==> config.mk <==
export PLATFORM = sky130hd
export DESIGN_NAME = serv_pc_unit
export DESIGN_NICKNAME = d
export VERILOG_FILES = /design/src/verilog/serv_cfg_pkg.sv /design/src/verilog/serv_seq_pkg.sv /design/src/verilog/ser_add.sv /design/src/verilog/shift_reg.sv /design/src/verilog/serv_ctrl.sv /design/src/verilog/serv_seq.sv /design/src/verilog/serv_operand_shifter.sv /design/src/verilog/serv_collect.sv /design/src/verilog/serv_pc_unit.sv
export SDC_FILE = /design/constraint.sdc
export NUM_CORES = 1
export LEC_CHECK = 0
export BUFFER_PORTS_ARGS = -buffer_cell sky130_fd_sc_hd__buf_4
export CAP_MARGIN = 25
export CORE_ASPECT_RATIO = 1.2
export CORE_MARGIN = 4
export CORE_UTILIZATION = 25
export CTS_BUF_LIST = sky130_fd_sc_hd__clkbuf_4 sky130_fd_sc_hd__clkbuf_8 sky130_fd_sc_hd__clkbuf_16
export CTS_CLUSTER_SIZE = 25
export DETAILED_ROUTE_END_ITERATION = 8
export GPL_ROUTABILITY_DRIVEN = 0
export PLACE_DENSITY = 0.4
export SLEW_MARGIN = 20
export SYNTH_ARGS = -nofsm -noshare
export SYNTH_HDL_FRONTEND = slang
export SYNTH_SLANG_ARGS = --single-unit
==> constraint.sdc <==
create_clock -name clk -period 8.1 [get_ports clk]
set_input_delay 0.405 -clock clk [delete_from_list [all_inputs] [get_ports clk]]
set_output_delay 0.405 -clock clk [all_outputs]
set_load 0.005 [all_outputs]
==> src/verilog/serv_cfg_pkg.sv <==
package serv_cfg_pkg;

   // ------------------------------------------------------------------------
   // datapath sizes
   // ------------------------------------------------------------------------

   // data and address width of the core.
   localparam int XLEN = 32;

   // width of the serial bit counter, enough to count one word.
   localparam int CNT_W = 5;

   // ------------------------------------------------------------------------
   // reset state
   // ------------------------------------------------------------------------

   // first instruction address fetched after reset.
   localparam logic [XLEN-1:0] RESET_PC = 32'd8;

endpackage

==> src/verilog/serv_seq_pkg.sv <==
package serv_seq_pkg;

   // count value of the final serial bit of a pass.
   localparam int LAST_CNT = 31;

   // bit index where the constant 4 is injected into the pc adder.
   localparam int PLUS4_BIT = 2;

   // target bit that is sampled for the misalignment flag.
   localparam int MISALIGN_BIT = 1;

endpackage

==> src/verilog/ser_add.sv <==
`timescale 1ns/1ps

module ser_add (
   input  logic clk,
   input  logic i_rst,
   input  logic i_a,
   input  logic i_b,
   input  logic i_clr,
   output logic o_q
);

   logic carry;
   logic carry_next;

   // sum bit is combinational, the carry moves on to the next bit position.
   assign o_q        = i_a ^ i_b ^ carry;
   assign carry_next = (i_a & i_b) | (i_a & carry) | (i_b & carry);

   always_ff @(posedge clk) begin
      if (i_rst) begin
         carry <= 1'b0;
      end else if (i_clr) begin
         // start of a new word.
         carry <= 1'b0;
      end else begin
         carry <= carry_next;
      end
   end

endmodule

==> src/verilog/shift_reg.sv <==
`timescale 1ns/1ps

module shift_reg import serv_cfg_pkg::*; #(
   parameter int              LEN  = XLEN,
   parameter logic [LEN-1:0] INIT = '0
) (
   input  logic           clk,
   input  logic           i_rst,
   input  logic           i_en,
   input  logic           i_d,
   output logic           o_q,
   output logic [LEN-2:0] o_par
);

   logic [LEN-1:0] data;

   // new bits enter at the top and work their way down to bit 0.
   always_ff @(posedge clk) begin
      if (i_rst) begin
         data <= INIT;
      end else if (i_en) begin
         data <= {i_d, data[LEN-1:1]};
      end
   end

   assign o_q   = data[0];
   assign o_par = data[LEN-1:1];

endmodule

==> src/verilog/serv_ctrl.sv <==
`timescale 1ns/1ps

module serv_ctrl import serv_cfg_pkg::*; import serv_seq_pkg::*; (
   input  logic            clk,
   input  logic            i_rst,
   input  logic            i_en,
   input  logic            i_pc_en,
   input  logic            i_cnt_done,
   input  logic            i_jump,
   input  logic            i_offset,
   input  logic            i_rs1,
   input  logic            i_jalr,
   input  logic            i_auipc,
   input  logic            i_lui,
   input  logic            i_trap,
   input  logic            i_csr_pc,
   input  logic            i_ibus_ack,
   output logic            o_rd,
   output logic            o_bad_pc,
   output logic            o_misalign,
   output logic            o_ibus_cyc,
   output logic [XLEN-1:0] o_ibus_adr
);

   logic pc;
   logic new_pc;
   logic plus_4;
   logic pc_plus_4;
   logic offset_a;
   logic pc_plus_offset;
   logic pc_plus_offset_aligned;
   logic misalign_sample;

   // bit k of each history is the enable delayed by k+1 cycles.
   logic [PLUS4_BIT:0]    pc_en_hist;
   logic [MISALIGN_BIT:0] en_hist;

   // ------------------------------------------------------------------------
   // program counter and pc+4
   // ------------------------------------------------------------------------

   shift_reg #(
      .LEN  (XLEN),
      .INIT (RESET_PC)
   ) i_pc_reg (
      .clk   (clk),
      .i_rst (i_rst),
      .i_en  (i_pc_en),
      .i_d   (new_pc),
      .o_q   (pc),
      .o_par (o_ibus_adr[XLEN-1:1])
   );

   assign o_ibus_adr[0] = pc;

   // the constant 4 is a single one at bit PLUS4_BIT of the pass.
   assign plus_4 = pc_en_hist[PLUS4_BIT-1] & ~pc_en_hist[PLUS4_BIT];

   ser_add i_add_pc_plus_4 (
      .clk   (clk),
      .i_rst (i_rst),
      .i_a   (pc),
      .i_b   (plus_4),
      .i_clr (i_cnt_done),
      .o_q   (pc_plus_4)
   );

   // ------------------------------------------------------------------------
   // jump target
   // ------------------------------------------------------------------------

   assign offset_a = i_jalr ? i_rs1 : pc;

   ser_add i_add_pc_plus_offset (
      .clk   (clk),
      .i_rst (i_rst),
      .i_a   (offset_a),
      .i_b   (i_offset),
      .i_clr (~i_en),
      .o_q   (pc_plus_offset)
   );

   // pc_en_hist[0] is low only during bit 0, which clears the lsb of a target.
   assign pc_plus_offset_aligned = pc_plus_offset & pc_en_hist[0];

   assign new_pc = i_trap ? (i_csr_pc & pc_en_hist[0]) :
                   i_jump ? pc_plus_offset_aligned : pc_plus_4;

   assign o_rd = i_lui ? i_offset :
                 i_auipc ? pc_plus_offset_aligned : pc_plus_4;

   assign o_bad_pc = pc_plus_offset;

   assign misalign_sample = en_hist[MISALIGN_BIT-1] & ~en_hist[MISALIGN_BIT];

   // ------------------------------------------------------------------------
   // enable history, misalignment and fetch request
   // ------------------------------------------------------------------------

   always_ff @(posedge clk) begin
      if (i_rst) begin
         // pc-enable history starts high so that the reset pc is fetched.
         pc_en_hist    <= '0;
         pc_en_hist[0] <= 1'b1;
         en_hist       <= '0;
         o_misalign    <= 1'b0;
         o_ibus_cyc    <= 1'b0;
      end else begin
         pc_en_hist <= {pc_en_hist[PLUS4_BIT-1:0], i_pc_en};
         en_hist    <= {en_hist[MISALIGN_BIT-1:0], i_en};
         if (misalign_sample) begin
            o_misalign <= pc_plus_offset;
         end
         // the pc register is complete once pc-enable has fallen.
         if (pc_en_hist[0] && !i_pc_en) begin
            o_ibus_cyc <= 1'b1;
         end else if (o_ibus_cyc && i_ibus_ack) begin
            o_ibus_cyc <= 1'b0;
         end
      end
   end

   // a new pass must not shift the pc while a fetch is still outstanding.
   a_adr_stable : assert property (@(posedge clk) disable iff (i_rst)
      o_ibus_cyc |=> (!o_ibus_cyc || $stable(o_ibus_adr)))
      else $error("ibus address changed during fetch");

endmodule

==> src/verilog/serv_seq.sv <==
`timescale 1ns/1ps

module serv_seq import serv_cfg_pkg::*; import serv_seq_pkg::*; (
   input  logic             clk,
   input  logic             i_rst,
   input  logic             i_start,
   output logic             o_en,
   output logic             o_pc_en,
   output logic             o_cnt_done,
   output logic [CNT_W-1:0] o_cnt
);

   logic last_bit;

   assign last_bit = (o_cnt == CNT_W'(LAST_CNT));

   // one pass is LAST_CNT+1 enabled cycles, counted from zero.
   always_ff @(posedge clk) begin
      if (i_rst) begin
         o_en  <= 1'b0;
         o_cnt <= '0;
      end else if (i_start) begin
         o_en  <= 1'b1;
         o_cnt <= '0;
      end else if (o_en) begin
         o_cnt <= o_cnt + 1'b1;
         if (last_bit) begin
            o_en <= 1'b0;
         end
      end
   end

   // the pc is written on every bit of the pass.
   assign o_pc_en    = o_en;
   assign o_cnt_done = o_en & last_bit;

   a_no_start_busy : assert property (@(posedge clk) disable iff (i_rst)
      i_start |-> !o_en)
      else $error("start strobe while a pass is running");

endmodule

==> src/verilog/serv_operand_shifter.sv <==
`timescale 1ns/1ps

module serv_operand_shifter import serv_cfg_pkg::*; (
   input  logic            clk,
   input  logic            i_rst,
   input  logic            i_start,
   input  logic            i_en,
   input  logic [XLEN-1:0] i_offset,
   input  logic [XLEN-1:0] i_rs1,
   input  logic [XLEN-1:0] i_trap_vec,
   output logic            o_offset,
   output logic            o_rs1,
   output logic            o_csr_pc
);

   logic [XLEN-1:0] offset_q;
   logic [XLEN-1:0] rs1_q;
   logic [XLEN-1:0] trap_vec_q;

   always_ff @(posedge clk) begin
      if (i_rst) begin
         offset_q   <= '0;
         rs1_q      <= '0;
         trap_vec_q <= '0;
      end else if (i_start) begin
         offset_q   <= i_offset;
         rs1_q      <= i_rs1;
         trap_vec_q <= i_trap_vec;
      end else if (i_en) begin
         // lsb first, one bit of each word per enabled cycle.
         offset_q   <= {1'b0, offset_q[XLEN-1:1]};
         rs1_q      <= {1'b0, rs1_q[XLEN-1:1]};
         trap_vec_q <= {1'b0, trap_vec_q[XLEN-1:1]};
      end
   end

   assign o_offset = offset_q[0];
   assign o_rs1    = rs1_q[0];
   assign o_csr_pc = trap_vec_q[0];

endmodule

==> src/verilog/serv_collect.sv <==
`timescale 1ns/1ps

module serv_collect import serv_cfg_pkg::*; import serv_seq_pkg::*; (
   input  logic            clk,
   input  logic            i_rst,
   input  logic            i_en,
   input  logic            i_cnt_done,
   input  logic            i_bit,
   output logic [XLEN-1:0] o_word,
   output logic            o_valid
);

   logic             last_r;
   logic [CNT_W-1:0] bit_cnt;

   // bits enter at the top, so the first bit ends up at bit 0.
   always_ff @(posedge clk) begin
      if (i_en) begin
         o_word <= {i_bit, o_word[XLEN-1:1]};
      end
   end

   // valid comes one cycle after the word is complete, in step with the fetch.
   always_ff @(posedge clk) begin
      if (i_rst) begin
         last_r  <= 1'b0;
         o_valid <= 1'b0;
         bit_cnt <= '0;
      end else begin
         last_r  <= i_en & i_cnt_done;
         o_valid <= last_r;
         if (i_en) begin
            bit_cnt <= bit_cnt + 1'b1;
         end
      end
   end

   a_done_at_last : assert property (@(posedge clk) disable iff (i_rst)
      i_en |-> (i_cnt_done == (bit_cnt == CNT_W'(LAST_CNT))))
      else $error("count done out of step with collected bits");

endmodule

==> src/verilog/serv_pc_unit.sv <==
`timescale 1ns/1ps

module serv_pc_unit import serv_cfg_pkg::*; (
   input  logic            clk,
   input  logic            i_rst,
   input  logic            i_start,
   input  logic            i_jump,
   input  logic            i_jalr,
   input  logic            i_auipc,
   input  logic            i_lui,
   input  logic            i_trap,
   input  logic            i_ibus_ack,
   input  logic [XLEN-1:0] i_offset,
   input  logic [XLEN-1:0] i_rs1,
   input  logic [XLEN-1:0] i_trap_vec,
   output logic [XLEN-1:0] o_rd_data,
   output logic [XLEN-1:0] o_bad_adr,
   output logic [XLEN-1:0] o_ibus_adr,
   output logic            o_rd_valid,
   output logic            o_misalign,
   output logic            o_ibus_cyc
);

   logic en;
   logic pc_en;
   logic cnt_done;
   logic offset_bit;
   logic rs1_bit;
   logic csr_pc_bit;
   logic rd_bit;
   logic bad_pc_bit;

   serv_seq i_seq (
      .clk        (clk),
      .i_rst      (i_rst),
      .i_start    (i_start),
      .o_en       (en),
      .o_pc_en    (pc_en),
      .o_cnt_done (cnt_done),
      .o_cnt      ()
   );

   serv_operand_shifter i_operands (
      .clk        (clk),
      .i_rst      (i_rst),
      .i_start    (i_start),
      .i_en       (en),
      .i_offset   (i_offset),
      .i_rs1      (i_rs1),
      .i_trap_vec (i_trap_vec),
      .o_offset   (offset_bit),
      .o_rs1      (rs1_bit),
      .o_csr_pc   (csr_pc_bit)
   );

   // the decoded control bits are used live, the caller holds them for the pass.
   serv_ctrl i_ctrl (
      .clk        (clk),
      .i_rst      (i_rst),
      .i_en       (en),
      .i_pc_en    (pc_en),
      .i_cnt_done (cnt_done),
      .i_jump     (i_jump),
      .i_offset   (offset_bit),
      .i_rs1      (rs1_bit),
      .i_jalr     (i_jalr),
      .i_auipc    (i_auipc),
      .i_lui      (i_lui),
      .i_trap     (i_trap),
      .i_csr_pc   (csr_pc_bit),
      .i_ibus_ack (i_ibus_ack),
      .o_rd       (rd_bit),
      .o_bad_pc   (bad_pc_bit),
      .o_misalign (o_misalign),
      .o_ibus_cyc (o_ibus_cyc),
      .o_ibus_adr (o_ibus_adr)
   );

   serv_collect i_rd_collect (
      .clk        (clk),
      .i_rst      (i_rst),
      .i_en       (en),
      .i_cnt_done (cnt_done),
      .i_bit      (rd_bit),
      .o_word     (o_rd_data),
      .o_valid    (o_rd_valid)
   );

   // same timing as the rd word, so its valid is not needed.
   serv_collect i_bad_collect (
      .clk        (clk),
      .i_rst      (i_rst),
      .i_en       (en),
      .i_cnt_done (cnt_done),
      .i_bit      (bad_pc_bit),
      .o_word     (o_bad_adr),
      .o_valid    ()
   );

endmodule

Word level (Yosys, flattened, before mapping)
Cells that the tools add are included.
{"block": "totals", "reg_bits": 209, "latchBits": 0, "ram_bits": 0, "romBits": 0, "n_memories": 0}
{"block": "op_classes", "addsub": 1, "multipliers": 0, "div": 0, "magnitude_cmp": 0, "n_eq_ne": 1, "shifts": 0, "n_mux": 16, "n_bitwise": 23, "n_reduce_logical": 8}
{"cell": "$mux 32", "n": 6}
{"cell": "$and 1x1->1", "n": 12}
{"cell": "$mux 1", "n": 10}
{"cell": "$reduce_or 2->1", "n": 3}
{"cell": "$add 5x1->5 const B", "n": 1}
{"cell": "$eq 5x5->1 const B", "n": 1}
{"cell": "$or 1x1->1", "n": 4}
{"cell": "$reduce_bool 2->1", "n": 2}
{"cell": "$xor 1x1->1", "n": 4}
{"cell": "$not 1->1", "n": 3}
{"cell": "$logic_and 1x1->1", "n": 2}
{"cell": "$logic_not 1->1", "n": 1}

Depth between registers and ports, before layout
Gate-level depths: netlist of the first run.
{"block": "depth", "ltp_word": 6, "mapped_depth": 7}

Modules after synthesis
Synthesis of the first run repeated with hierarchy kept, for this count alone.
{"block": "hier_totals", "hier_cells": 669, "hier_area_um2": 8364.3}
{"module": "serv_operand_shifter", "n_inst": 1, "cells_each": 428, "area_each_um2": 4459.3, "seq_area_each_um2": 1921.8}
{"module": "serv_collect", "n_inst": 2, "cells_each": 36, "area_each_um2": 1016.0, "seq_area_each_um2": 1001.0}
{"module": "shift_reg", "n_inst": 1, "cells_each": 103, "area_each_um2": 1166.1, "seq_area_each_um2": 640.6}
{"module": "serv_seq", "n_inst": 1, "cells_each": 29, "area_each_um2": 309.0, "seq_area_each_um2": 120.1}
{"module": "serv_ctrl", "n_inst": 1, "cells_each": 31, "area_each_um2": 292.8, "seq_area_each_um2": 140.1}
{"module": "ser_add", "n_inst": 2, "cells_each": 3, "area_each_um2": 52.6, "seq_area_each_um2": 20.0}

Least setup slack after synthesis of the first run
No wires, ideal clock.
{"block": "synth_path", "path_type": "reg2reg", "from": "register i_seq.o_en", "to": "register i_operands.rs1_q[24]", "setup_time_ns": 0.128, "arrival_time_ns": 2.713, "required_ns": 7.972, "path_slack_ns": 5.260, "path_stages_with_launch": 7, "path_buffers": 3, "period_less_slack_ns": 2.840, "cell_sequence": "dfxtp_1 -> buf_6 -> buf_8 -> buf_6 -> mux2_4 -> mux2i_1 -> nor2_1"}
{"block": "synth_via", "elab_chain_len": 1}
{"item": "start: declaration", "line": "serv_seq.sv:7", "rtl": "output logic o_en,"}
{"item": "start signal: assignment", "line": "serv_seq.sv:20", "rtl": "o_en <= 1'b0;"}
{"item": "start signal: assignment", "line": "serv_seq.sv:23", "rtl": "o_en <= 1'b1;"}
{"item": "start signal: assignment", "line": "serv_seq.sv:28", "rtl": "o_en <= 1'b0;"}
{"item": "$reduce_bool 2->1 (no line)"}
{"item": "end signal: assignment", "line": "serv_operand_shifter.sv:27", "rtl": "rs1_q <= i_rs1;"}
{"item": "end signal: assignment", "line": "serv_operand_shifter.sv:32", "rtl": "rs1_q <= {1'b0, rs1_q[XLEN-1:1]};"}
{"item": "end: declaration", "line": "serv_operand_shifter.sv:17", "rtl": "logic [XLEN-1:0] rs1_q;"}
No other way between the ends.
A chain may end at the register's enable or synchronous reset.

Worst setup path after layout of the first run
{"block": "layout_path", "from": "register i_seq.o_en", "to": "register i_operands.rs1_q[17]"}
Same word-level chain as after synthesis.

==> results by group, run 1 <==
Placement
  • Post-DP HPWL: 13260 um
  • Placed insts: 1267
  • Setup WS pre-CTS: 5.583 ns
  • Port bufs: 203

Finish
  • Register Area: 4828 sq um
  • Area Growth Syn to Fin: 33.58%
  • Nets: 956
  • Multi-input gate area: 3287 sq um
  • Share of layout cells above drive strength 1: 0.4067
  • # fillers: 3354
  • Post-layout util: 0.3385
  • Non-filler instance count after layout: 1318
  • Antenna Cells: 0

Setup path
  • CP endpoint kind: register
  • Worst EP arrival: 2.85 ns
  • Largest fanout on the critical path: 55
  • Startpoint types: register
  • Crit path kind: reg2reg
  • Worst R2R Setup Slack: 5.67 ns
  • CP required: 8.51 ns

Synthesis
  • Mapped Area: 8403 sq um
  • Top-count cell post-synth: dfxtp_1
  • Number of synthesized flops with an enable pin: 64
  • YS warnings: 0
  • FFs w/ async S/R, synth: 0
  • Top cells by area, synth: dfxtp_1 (35%), edfxtp_1 (23%), mux2i_1 (15%)
  • Post-synth top cells: dfxtp_1 (145), nor2_1 (135), mux2i_1 (126)
  • Post-synthesis sequential area ratio: 0.5742
  • Seq cells post-synth: 209
  • Post-Syn Instances: 653
  • Primary FF master, synth: dfxtp_1
  • Synth Net Count: 762
  • Yosys top cell area share: 0.3454
  • Post-synth top area cell: dfxtp_1
  • Mean Syn Cell Area: 12.87 sq um
  • Yosys cell types: 34

Route
  • Detailed Route Iter0 Violations: 223
  • WL final: 20620 um
  • DR vias: 5393
  • Routed Antenna Nets: 0
  • Vias per cell: 4.092
  • First-pass DRT Iterations: 7
  • Wire length per cell: 15.64 um
  • DRC violations left: 0

Timing
  • Clk_skew: 0.01605 ns
  • Final slew viol count: 0
  • Final setup violating endpoints: 0
  • Post-route minimum period: 2.433 ns
  • Highest clock rate: 411.0 MHz
  • RSZ-0062 raised after global routing: no
  • Worst Max-Slew Pin Slew: 0.8514 ns
  • Period utilisation layout: 0.3004
  • Final Hold Viols: 0
  • Final WS setup: 5.667 ns
  • Normalized max-slew margin: 0.4324
  • Setup TNS: 0 ns

Clock tree
  • CTS tree: yes
  • Worst skew pair latency: 0.54 ns
  • H-tree depth: 1
  • CTS root buf: clkbuf_16
  • CTS Sinks: 209
  • CTS max path bufs: 3
  • Clock transition at path regs: 0.06 ns
  • Num CTS Buffers: 27
  • Post-CTS Setup Bufs: 0
  • # resized after CTS: 0
  • Hold buffers post-CTS: 0

Die
  • Die W: 175.4 um
  • Die area: 36620 sq um
  • IO Count: 204
  • Chip Height: 208.8 um
  • Row count: 73
  • Initial core utilization: 0.2534
  • Placeable Area: 33160 sq um

Global routing
  • All-layer global routing usage: 0.1083
  • Antenna violations before repair: 2
  • Overflow after GRT: 0
  • Largest net degree at the start of global routing: 99
  • Number of global-route vias before repair: 5666
  • Global-route wire length before repair: 32400 um

Power and ir drop
  • PwrDens: 236.4 nW/um^2
  • Pleak: 4.906 nW
  • Maximum VDD drop: 0.1220 mV
  • Total chip power: 2.653 mW

Worst hold path
  • Worst min path class: in2reg

Run status
  • Status: complete, no violations

Flow run
  • Total of max-cap violations: 0
power by group:
part | internal (mW) | switching, mW
sequential | 1.14 | 0.0360
combinational | 0.144 | 0.0988
clock | 0.765 | 0.472
cells by family after synthesis:
logic type	count (synthesis)	share of synthesized area
adder cells (fa/ha/maj)	4	0.007742
XOR/XNOR	3	0.003127
AO/OA/AOI/OAI	10	0.006701
multiplexers	220	0.2930
AND/OR/NAND/NOR	161	0.08056
flip-flops	209	0.5742
buffers and inverters	46	0.03469
layout by cell type, fill, tap and decap left out, types with 3 or more instances in the layout:
| cell | count |
|---|---|
| nand2_1 | 3 |
| clkinv_1 | 3 |
| mux2i_1 | 126 |
| clkbuf_16 | 28 |
| edfxtp_1 | 64 |
| inv_1 | 3 |
| clkbuf_4 | 6 |
| mux2_2 | 56 |
| clkinv_2 | 3 |
| dfxtp_1 | 144 |
| buf_4 | 205 |
| a21oi_1 | 6 |
| nor2b_1 | 7 |
| nand2b_1 | 3 |
| mux2_4 | 38 |
| nor2_1 | 135 |
| clkbuf_8 | 5 |
final timing paths:
check	depth (start not counted)	end	startpoint
hold / removal	3	i_operands.rs1_q[27]$_SDFFE_PP0P_	i_rs1[27]
hold reg to reg	0	i_rd_collect.o_word[28]$_DFFE_PP_	i_rd_collect.o_word[29]$_DFFE_PP_
setup reg to reg	4	i_operands.rs1_q[17]$_SDFFE_PP0P_	i_seq.o_en$_SDFF_PP0_
setup / recovery	4	i_operands.rs1_q[17]$_SDFFE_PP0P_	i_seq.o_en$_SDFF_PP0_
per-stage QoR:
stage / hold slack (ns) / area [sq um]
2_1_floorplan: 0.4138 / 8403
6_report: 0.09598 / 11220
3_5_place_dp: 0.4336 / 10260
3_3_place_gp: 0.4323 / 10260
5_1_grt: 0.06958 / 11220
4_1_cts: 0.06126 / 11200
flip-flops by register name (all words and copies together), names as in the netlist, 2 cells and up:
signal,flops
i_ctrl.i_pc_reg.data,32
i_rd_collect.o_word,32
i_operands.trap_vec_q,32
i_operands.offset_q,32
i_bad_collect.o_word,32
i_seq.o_cnt,5
i_ctrl.en_hist,2
i_operands.rs1_q,32
i_ctrl.pc_en_hist,3
cell type report:
type | instances | area share
sequential | 209 | 0.4302
clock buffer | 39 | 0.07257
tap | 450 | 0.05016
inverter | 3 | 0.001003
clock inverter | 11 | 0.01092
multi-input combinational | 398 | 0.2928
timing repair buffer | 208 | 0.1423
routing by layer:
layer,vias to the layer above,part of all wire,GRT usage
met5,-,0.0013,0
met4,4,0.020,0.03008
met3,32,0.090,0.04125
met2,171,0.45,0.1693
met1,2524,0.44,0.1406
li1,2662,-,-
critical path, stage by stage (launching register included):
cell and delay [ns]:
dfxtp_4 0.90, buf_4 0.75, mux2_2 0.41, mux2i_1 0.12
nor2_1 0.05
(Power assumes the default switching activity.)
==> run 2, diff against run 1 <==
clock period = 2.5 ns   (was 8.1 ns; I/O delays follow)
==> run 2 against run 1 <==
Die area unchanged. Critical endpoint is now i_ctrl.i_pc_reg.data[31]$_SDFFE_PP0P_. Largest power group unchanged. Sequential power rose to 3.2 times the previous value. Utilization up 3.3 points. Critical path type unchanged. Setup slack worse by 5.0 ns. Via count up 7.4%. Register-to-register slack worse by 5.0 ns. Worst hold slack worse by 0.026 ns. Global-route usage up 0.40 points. Combinational power rose to 3.9 times the previous value. Critical path depth up 2.
==> results by group, run 2 (synthesis results as in run 1) <==
Run status
  • Status: complete, no violations (unchanged)

Placement
  • Setup WS pre-CTS: 0.6311 ns (was 5.583 ns)
  • Port bufs: 203 (unchanged)
  • Post-DP HPWL: 13970 um (was 13260 um)

Route
  • Detailed Route Iter0 Violations: 162 (was 223)
  • DRC violations left: 0 (unchanged)
  • WL final: 21020 um (was 20620 um)
  • DR vias: 5794 (was 5393)
  • Vias per cell: 4.077 (was 4.092)
  • Wire length per cell: 14.79 um (was 15.64 um)
  • Routed Antenna Nets: 0 (unchanged)
  • First-pass DRT Iterations: 4 (was 7)

Clock tree
  • H-tree depth: 1 (unchanged)
  • CTS root buf: clkbuf_16 (unchanged)
  • Clock transition at path regs: 0.06 ns (about the same)
  • Hold buffers post-CTS: 99 (was 0)
  • # resized after CTS: 0 (unchanged)
  • Worst skew pair latency: 0.52 ns (was 0.54 ns)
  • Post-CTS Setup Bufs: 0 (unchanged)
  • Num CTS Buffers: 26 (was 27)
  • CTS Sinks: 209 (unchanged)
  • CTS tree: yes (unchanged)
  • CTS max path bufs: 3 (unchanged)

Die
  • Die W: 175.4 um (unchanged)
  • Row count: 73 (unchanged)
  • Die area: 36620 sq um (unchanged)
  • Placeable Area: 33160 sq um (unchanged)
  • IO Count: 204 (unchanged)
  • Chip Height: 208.8 um (unchanged)
  • Initial core utilization: 0.2534 (unchanged)

Global routing
  • Global-route wire length before repair: 33810 um (was 32400 um)
  • Number of global-route vias before repair: 6217 (was 5666)
  • Largest net degree at the start of global routing: 70 (was 99)
  • All-layer global routing usage: 0.1124 (was 0.1083)
  • Antenna violations before repair: 1 (was 2)
  • Overflow after GRT: 0 (unchanged)

Setup path
  • Crit path kind: reg2reg (unchanged)
  • CP endpoint kind: register (unchanged)
  • Ordered cell list for the critical path: inv_1, o21ai_0, fa_1, and3_1, nor4b_1, nor4_1 (was buf_4, mux2_2, mux2i_1, nor2_1)
  • Worst R2R Setup Slack: 0.65 ns (was 5.67 ns)
  • CP required: 2.86 ns (was 8.51 ns)
  • Worst EP arrival: 2.21 ns (was 2.85 ns)
  • Reg-to-Reg End: i_ctrl.i_pc_reg.data[31]$_SDFFE_PP0P_ (was i_operands.rs1_q[17]$_SDFFE_PP0P_)
  • Largest fanout on the critical path: 4 (was 55)
  • Reg2Reg Depth: 6 (was 4)
  • Startpoint types: register (unchanged)
  • Max stage delay cell, worst path: fa_1 (was dfxtp_4)
  • Largest stage delay on the critical path: 0.49 ns (was 0.90 ns)
  • RR Startpoint: i_ctrl.i_pc_reg.data[0]$_SDFFE_PP0P_ (was i_seq.o_en$_SDFF_PP0_)

Worst hold path
  • Hold Crit Start: i_start (was i_rs1[27])
  • Worst min path class: in2reg (unchanged)
  • Worst Hold Path EP: i_operands.offset_q[7]$_SDFFE_PP0P_ (was i_operands.rs1_q[27]$_SDFFE_PP0P_)
  • Hold path cells: 3 (unchanged)

Power and ir drop
  • Reg power frac: 0.434 (was 0.442)
  • Pleak: 5.352 nW (was 4.906 nW)
  • Internal: 6.806 mW (was 2.046 mW)
  • Clock group share of total power: 0.456 (was 0.466)
  • Maximum VDD drop: 0.3711 mV (was 0.1220 mV)
  • Gate power share: 0.110 (was 0.091)
  • PwrDens: 708.1 nW/um^2 (was 236.4 nW/um^2)
  • Net Sw Frac: 0.2191 (was 0.2287)
  • Sw Pwr: 1.909 mW (was 0.6067 mW)

Timing
  • Final WS setup: 0.6523 ns (was 5.667 ns)
  • Highest clock rate: 541.2 MHz (was 411.0 MHz)
  • RSZ-0062 raised after global routing: no (unchanged)
  • Normalized max-slew margin: 0.4560 (was 0.4324)
  • Worst Max-Slew Pin Slew: 0.8160 ns (was 0.8514 ns)
  • Final slew viol count: 0 (unchanged)
  • Period utilisation layout: 0.7391 (was 0.3004)
  • Setup TNS: 0 ns (unchanged)
  • Final Hold Viols: 0 (unchanged)
  • Clk_skew: 0.01142 ns (was 0.01605 ns)
  • Post-route minimum period: 1.848 ns (was 2.433 ns)
  • Final setup violating endpoints: 0 (unchanged)

Finish
  • Share of layout cells above drive strength 1: 0.3708 (was 0.4067)
  • Nets: 1060 (was 956)
  • Area Growth Syn to Fin: 46.46% (was 33.58%)
  • Antenna Cells: 0 (unchanged)
  • Commonest cells after routing, fill and taps aside: buf_4 (206), dfxtp_1 (144), nor2_1 (135) (was buf_4 (205), dfxtp_1 (144), nor2_1 (135))
  • Commonest non-fill, non-tap cell in the layout: buf_4 (unchanged)
  • Post-layout util: 0.3712 (was 0.3385)
  • # fillers: 3290 (was 3354)

Flow run
  • Total of max-cap violations: 0 (unchanged)
run 2: cell types whose count changed in the layout (fill, tap and decap cells not counted), sizes merged:
| cell | before | now |
|---|---|---|
| dlygate4sd3 | 0 | 99 |
| clkinv | 6 | 3 |
| clkinvlp | 1 | 4 |
| inv | 5 | 3 |
| buf | 208 | 214 |
| bufinv | 2 | 4 |
| clkbuf | 39 | 37 |
run 2: how the worst max path moves through the flow:
stage	from	end	depth (start not counted)
final	i_ctrl.i_pc_reg.data[0]$_SDFFE_PP0P_	i_ctrl.i_pc_reg.data[31]$_SDFFE_PP0P_	6
after global routing	i_ctrl.i_pc_reg.data[0]$_SDFFE_PP0P_	i_ctrl.i_pc_reg.data[31]$_SDFFE_PP0P_	6
after CTS	i_ctrl.i_pc_reg.data[0]$_SDFFE_PP0P_	i_ctrl.i_pc_reg.data[31]$_SDFFE_PP0P_	6
after detailed placement	i_ctrl.i_pc_reg.data[0]$_SDFFE_PP0P_	i_ctrl.i_pc_reg.data[31]$_SDFFE_PP0P_	6
after global placement	i_ctrl.i_pc_reg.data[0]$_SDFFE_PP0P_	i_ctrl.i_pc_reg.data[31]$_SDFFE_PP0P_	6
after floorplan	i_seq.o_en$_SDFF_PP0_	i_operands.rs1_q[24]$_SDFFE_PP0P_	6
run 2: power by group through the flow:
stage | Combinational (mW) | Clock [mW] | Sequential (mW)
after detailed placement | 0.843 | 0 | 3.86
after CTS | 0.976 | 4.16 | 3.79
final | 0.955 | 3.98 | 3.78
after global placement | 0.841 | 0 | 3.86
after global routing | 1.05 | 4.31 | 3.81
after floorplan | 0.502 | 0 | 3.85
run 2: final cells by class:
type | instances | area (sq um) | area share
multi-input combinational | 398 | 3287 | 0.2671
clock buffer | 37 | 763.2 | 0.06202
timing repair buffer | 313 | 2689 | 0.2185
sequential | 209 | 4828 | 0.3923
inverter | 3 | 11.26 | 0.0009150
clock inverter | 11 | 165.2 | 0.01342
tap | 450 | 563.0 | 0.04575
run 2: worst max-delay path: cells and delay by family, from the launching register on:
| kind | cells | cell delay [ns] |
|---|---|---|
| AO/OA/AOI/OAI | 1 | 0.25 |
| flip-flops | 1 | 0.35 |
| AND/OR/NAND/NOR | 3 | 0.53 |
| buffers and inverters | 1 | 0.07 |
| adder cells (fa/ha/maj) | 1 | 0.49 |
run 2: metal layers:
layer	GRT usage	vias up	routed length, um	part of all wire
met4	0.03008	2	426	0.020
li1	-	2877	-	-
met3	0.03257	30	1512	0.072
met1	0.1520	2712	9688	0.46
met5	0	-	7	0.00033
met2	0.1766	173	9385	0.45
run 2: metrics by stage:
step | area, sq um | hold slack (ns) | instances | total power, mW
floorplan | 8404 | 0.2113 | 653 | 4.348
global placement | 10390 | 0.3559 | 1274 | 4.703
detailed placement | 10390 | 0.3637 | 1274 | 4.702
CTS | 12310 | 0.04307 | 1421 | 8.920
global route | 12310 | 0.07003 | 1421 | 9.164
finish | 12310 | 0.07002 | 1421 | 8.715
==> run 3, diff against run 2 <==
PLACE_DENSITY = 0.42   (was 0.4)
clock period = 1.6 ns   (was 2.5 ns; I/O delays follow)
==> run 3 against run 2 <==
The flow now finishes with violations (negative hold slack). Routed wire length is 0.18% higher. Critical path depth stayed put. Die area is the same. Largest cell class unchanged. First-iteration DRC count down 27%. Cell count grew 1.2%. Critical path type unchanged. Setup slack lost 0.65 ns. Utilization grew 0.52 points.
==> results by group, run 3 (synthesis results as in run 1) <==
Timing
  • Final slew viol count: 0 (unchanged)
  • RSZ-0062 raised after global routing: yes (was no)
  • Period utilisation layout: 0.9978 (was 0.7391)
  • Final setup violating endpoints: 0 (unchanged)
  • Worst Max-Slew Pin Slew: 0.5219 ns (was 0.8160 ns)
  • Hold Worst Slack: -0.1158 ns (was 0.07002 ns)
  • Clk_skew: 0.01644 ns (was 0.01142 ns)
  • Highest clock rate: 626.4 MHz (was 541.2 MHz)
  • Post-route minimum period: 1.597 ns (was 1.848 ns)
  • Normalized max-slew margin: 0.6520 (was 0.4560)
  • Final WS setup: 0.003470 ns (was 0.6523 ns)
  • Final Hold Viols: 1 (was 0)
  • Setup TNS: 0 ns (unchanged)

Setup path
  • Reg2Reg Depth: 6 (unchanged)
  • Ordered cell list for the critical path: inv_2, o21ai_2, fa_1, nand3_1, o21ai_1, mux2_2 (was inv_1, o21ai_0, fa_1, and3_1, nor4b_1, nor4_1)
  • Crit path kind: reg2reg (unchanged)
  • CP endpoint kind: register (unchanged)
  • Startpoint types: register (unchanged)
  • Top Family by Delay on Critical Path: adder cells (was simple AND/OR/NAND/NOR gates)
  • Reg-to-Reg End: i_rd_collect.o_word[31]$_DFFE_PP_ (was i_ctrl.i_pc_reg.data[31]$_SDFFE_PP0P_)
  • Critical Path Source: i_ctrl.i_pc_reg.data[0]$_SDFFE_PP0P_ (unchanged)
  • RR Startpoint: i_ctrl.i_pc_reg.data[0]$_SDFFE_PP0P_ (unchanged)
  • Largest stage delay on the critical path: 0.50 ns (was 0.49 ns)
  • Worst R2R Setup Slack: 0.003 ns (was 0.65 ns)
  • Worst Path Buf+Inv: 1 (unchanged)
  • Max stage delay cell, worst path: fa_1 (unchanged)
  • Largest fanout on the critical path: 3 (was 4)
  • Worst EP arrival: 1.88 ns (was 2.21 ns)
  • CP required: 1.88 ns (was 2.86 ns)

Run status
  • Failing checks: negative hold slack
  • Status: finished with violations (was complete, no violations)

Finish
  • Area Growth Syn to Fin: 48.51% (was 46.46%)
  • Nets: 1077 (was 1060)
  • Commonest non-fill, non-tap cell in the layout: buf_4 (unchanged)
  • Commonest cells after routing, fill and taps aside: buf_4 (214), dfxtp_1 (143), nor2_1 (135) (was buf_4 (206), dfxtp_1 (144), nor2_1 (135))
  • Share of layout cells above drive strength 1: 0.3816 (was 0.3708)
  • Antenna Cells: 0 (unchanged)

Power and ir drop
  • Net Sw Frac: 0.2290 (was 0.2191)
  • PwrDens: 1057 nW/um^2 (was 708.1 nW/um^2)
  • Reg power frac: 0.449 (was 0.434)
  • Maximum VDD drop: 0.6140 mV (was 0.3711 mV)
  • Clock group share of total power: 0.433 (was 0.456)
  • Internal: 10.17 mW (was 6.806 mW)
  • Gate power share: 0.118 (was 0.110)
  • Sw Pwr: 3.021 mW (was 1.909 mW)
  • Pleak: 5.451 nW (was 5.352 nW)

Global routing
  • Largest net degree at the start of global routing: 41 (was 70)
  • Number of global-route vias before repair: 6177 (was 6217)
  • Antenna violations before repair: 1 (unchanged)
  • All-layer global routing usage: 0.1120 (was 0.1124)
  • Global-route wire length before repair: 33710 um (was 33810 um)
  • Overflow after GRT: 0 (unchanged)

Die
  • Placeable Area: 33160 sq um (unchanged)
  • Die area: 36620 sq um (unchanged)
  • Die W: 175.4 um (unchanged)
  • IO Count: 204 (unchanged)
  • Row count: 73 (unchanged)
  • Chip Height: 208.8 um (unchanged)
  • Initial core utilization: 0.2534 (unchanged)

Clock tree
  • CTS Sinks: 209 (unchanged)
  • Worst skew pair latency: 0.53 ns (was 0.52 ns)
  • Num CTS Buffers: 26 (unchanged)
  • CTS max path bufs: 3 (unchanged)
  • Hold buffers post-CTS: 101 (was 99)
  • CTS root buf: clkbuf_16 (unchanged)
  • H-tree depth: 1 (unchanged)
  • Clock transition at path regs: 0.05 ns (was 0.06 ns)
  • CTS tree: yes (unchanged)

Flow run
  • Total of max-cap violations: 0 (unchanged)

Route
  • Wire length per cell: 14.64 um (was 14.79 um)
  • Detailed Route Iter0 Violations: 119 (was 162)
  • Vias per cell: 4.066 (was 4.077)
  • Routed Antenna Nets: 0 (unchanged)
  • WL final: 21060 um (was 21020 um)
  • First-pass DRT Iterations: 4 (unchanged)
  • DRC violations left: 0 (unchanged)
  • DR vias: 5847 (was 5794)

Placement
  • Setup WS pre-CTS: -0.02158 ns (was 0.6311 ns)
  • Post-DP HPWL: 14430 um (was 13970 um)
  • Port bufs: 203 (unchanged)

Worst hold path
  • Worst Hold Path EP: i_rd_collect.o_word[31]$_DFFE_PP_ (was i_operands.offset_q[7]$_SDFFE_PP0P_)
  • Hold path cells: 2 (was 3)
  • Hold Crit Start: i_lui (was i_start)
  • Worst min path class: in2reg (unchanged)
-- run 3: cell types whose count changed in the layout (fill, tap and decap cells not counted), sizes merged --
cell | before | now
buf | 214 | 229
clkbuf | 37 | 34
bufinv | 4 | 1
clkinv | 3 | 12
clkinvlp | 4 | 1
dlygate4sd3 | 99 | 101
-- run 3: how the worst max path moves through the flow --
stage | end | slack [ns] | depth (start not counted)
after detailed placement | i_rd_collect.o_word[31]$_DFFE_PP_ | -0.02 | 6
after global placement | i_rd_collect.o_word[31]$_DFFE_PP_ | -0.007 | 6
final | i_rd_collect.o_word[31]$_DFFE_PP_ | 0.003 | 6
after global routing | i_rd_collect.o_word[31]$_DFFE_PP_ | -0.06 | 6
after floorplan | i_operands.rs1_q[24]$_SDFFE_PP0P_ | -0.21 | 6
after CTS | i_rd_collect.o_word[31]$_DFFE_PP_ | -0.002 | 6
-- run 3: through the flow --
stage                     cell area, sq um  total power [mW]  instances    util
final                                12480             13.19       1438  0.3764
after global routing                 12480             13.83       1438  0.3764
after CTS                            12480             13.53       1438  0.3764
after detailed placement             10600             7.416       1288  0.3196
after global placement               10600             7.413       1288  0.3196
after floorplan                       8451             6.808        653       -
-- run 3: worst register-to-register path, stage by stage, from the launching register on --
cell and delay (ns):
dfxtp_2 0.32, inv_2 0.06, o21ai_2 0.06, fa_1 0.50, nand3_1 0.10, o21ai_1 0.06
mux2_2 0.25
-- run 3: routing by layer --
layer / wire length (um) / global-route usage
met1: 9185 / 0.1407
met2: 9933 / 0.1875
met3: 1438 / 0.03094
met4: 491 / 0.03415
met5: 7 / 0
-- run 3: cell type report --
type / instances / area (sq um)
fill: 3309 / 20680
sequential: 209 / 4830
multi-input combinational: 398 / 3312
timing repair buffer: 330 / 2909
clock buffer: 34 / 747.0
tap: 450 / 563.0
clock inverter: 14 / 107.6
inverter: 3 / 11.26
-- run 3: power groups by stage --
stage / clock [mW] / combinational, mW / sequential, mW
3_3_place_gp: 0 / 1.37 / 6.04
3_5_place_dp: 0 / 1.38 / 6.04
6_report: 5.72 / 1.56 / 5.92
2_1_floorplan: 0 / 0.799 / 6.01
4_1_cts: 6.01 / 1.59 / 5.93
5_1_grt: 6.17 / 1.70 / 5.96
-- run 3: timing repair --
item | 4_1_cts | 5_1_grt
buffers inserted | 1 | 0
resized for setup | 3 | 0
hold endpoints to repair | 115 | 1
pin swaps | 2 | 1
endpoints found under the setup margin | 2 | 2
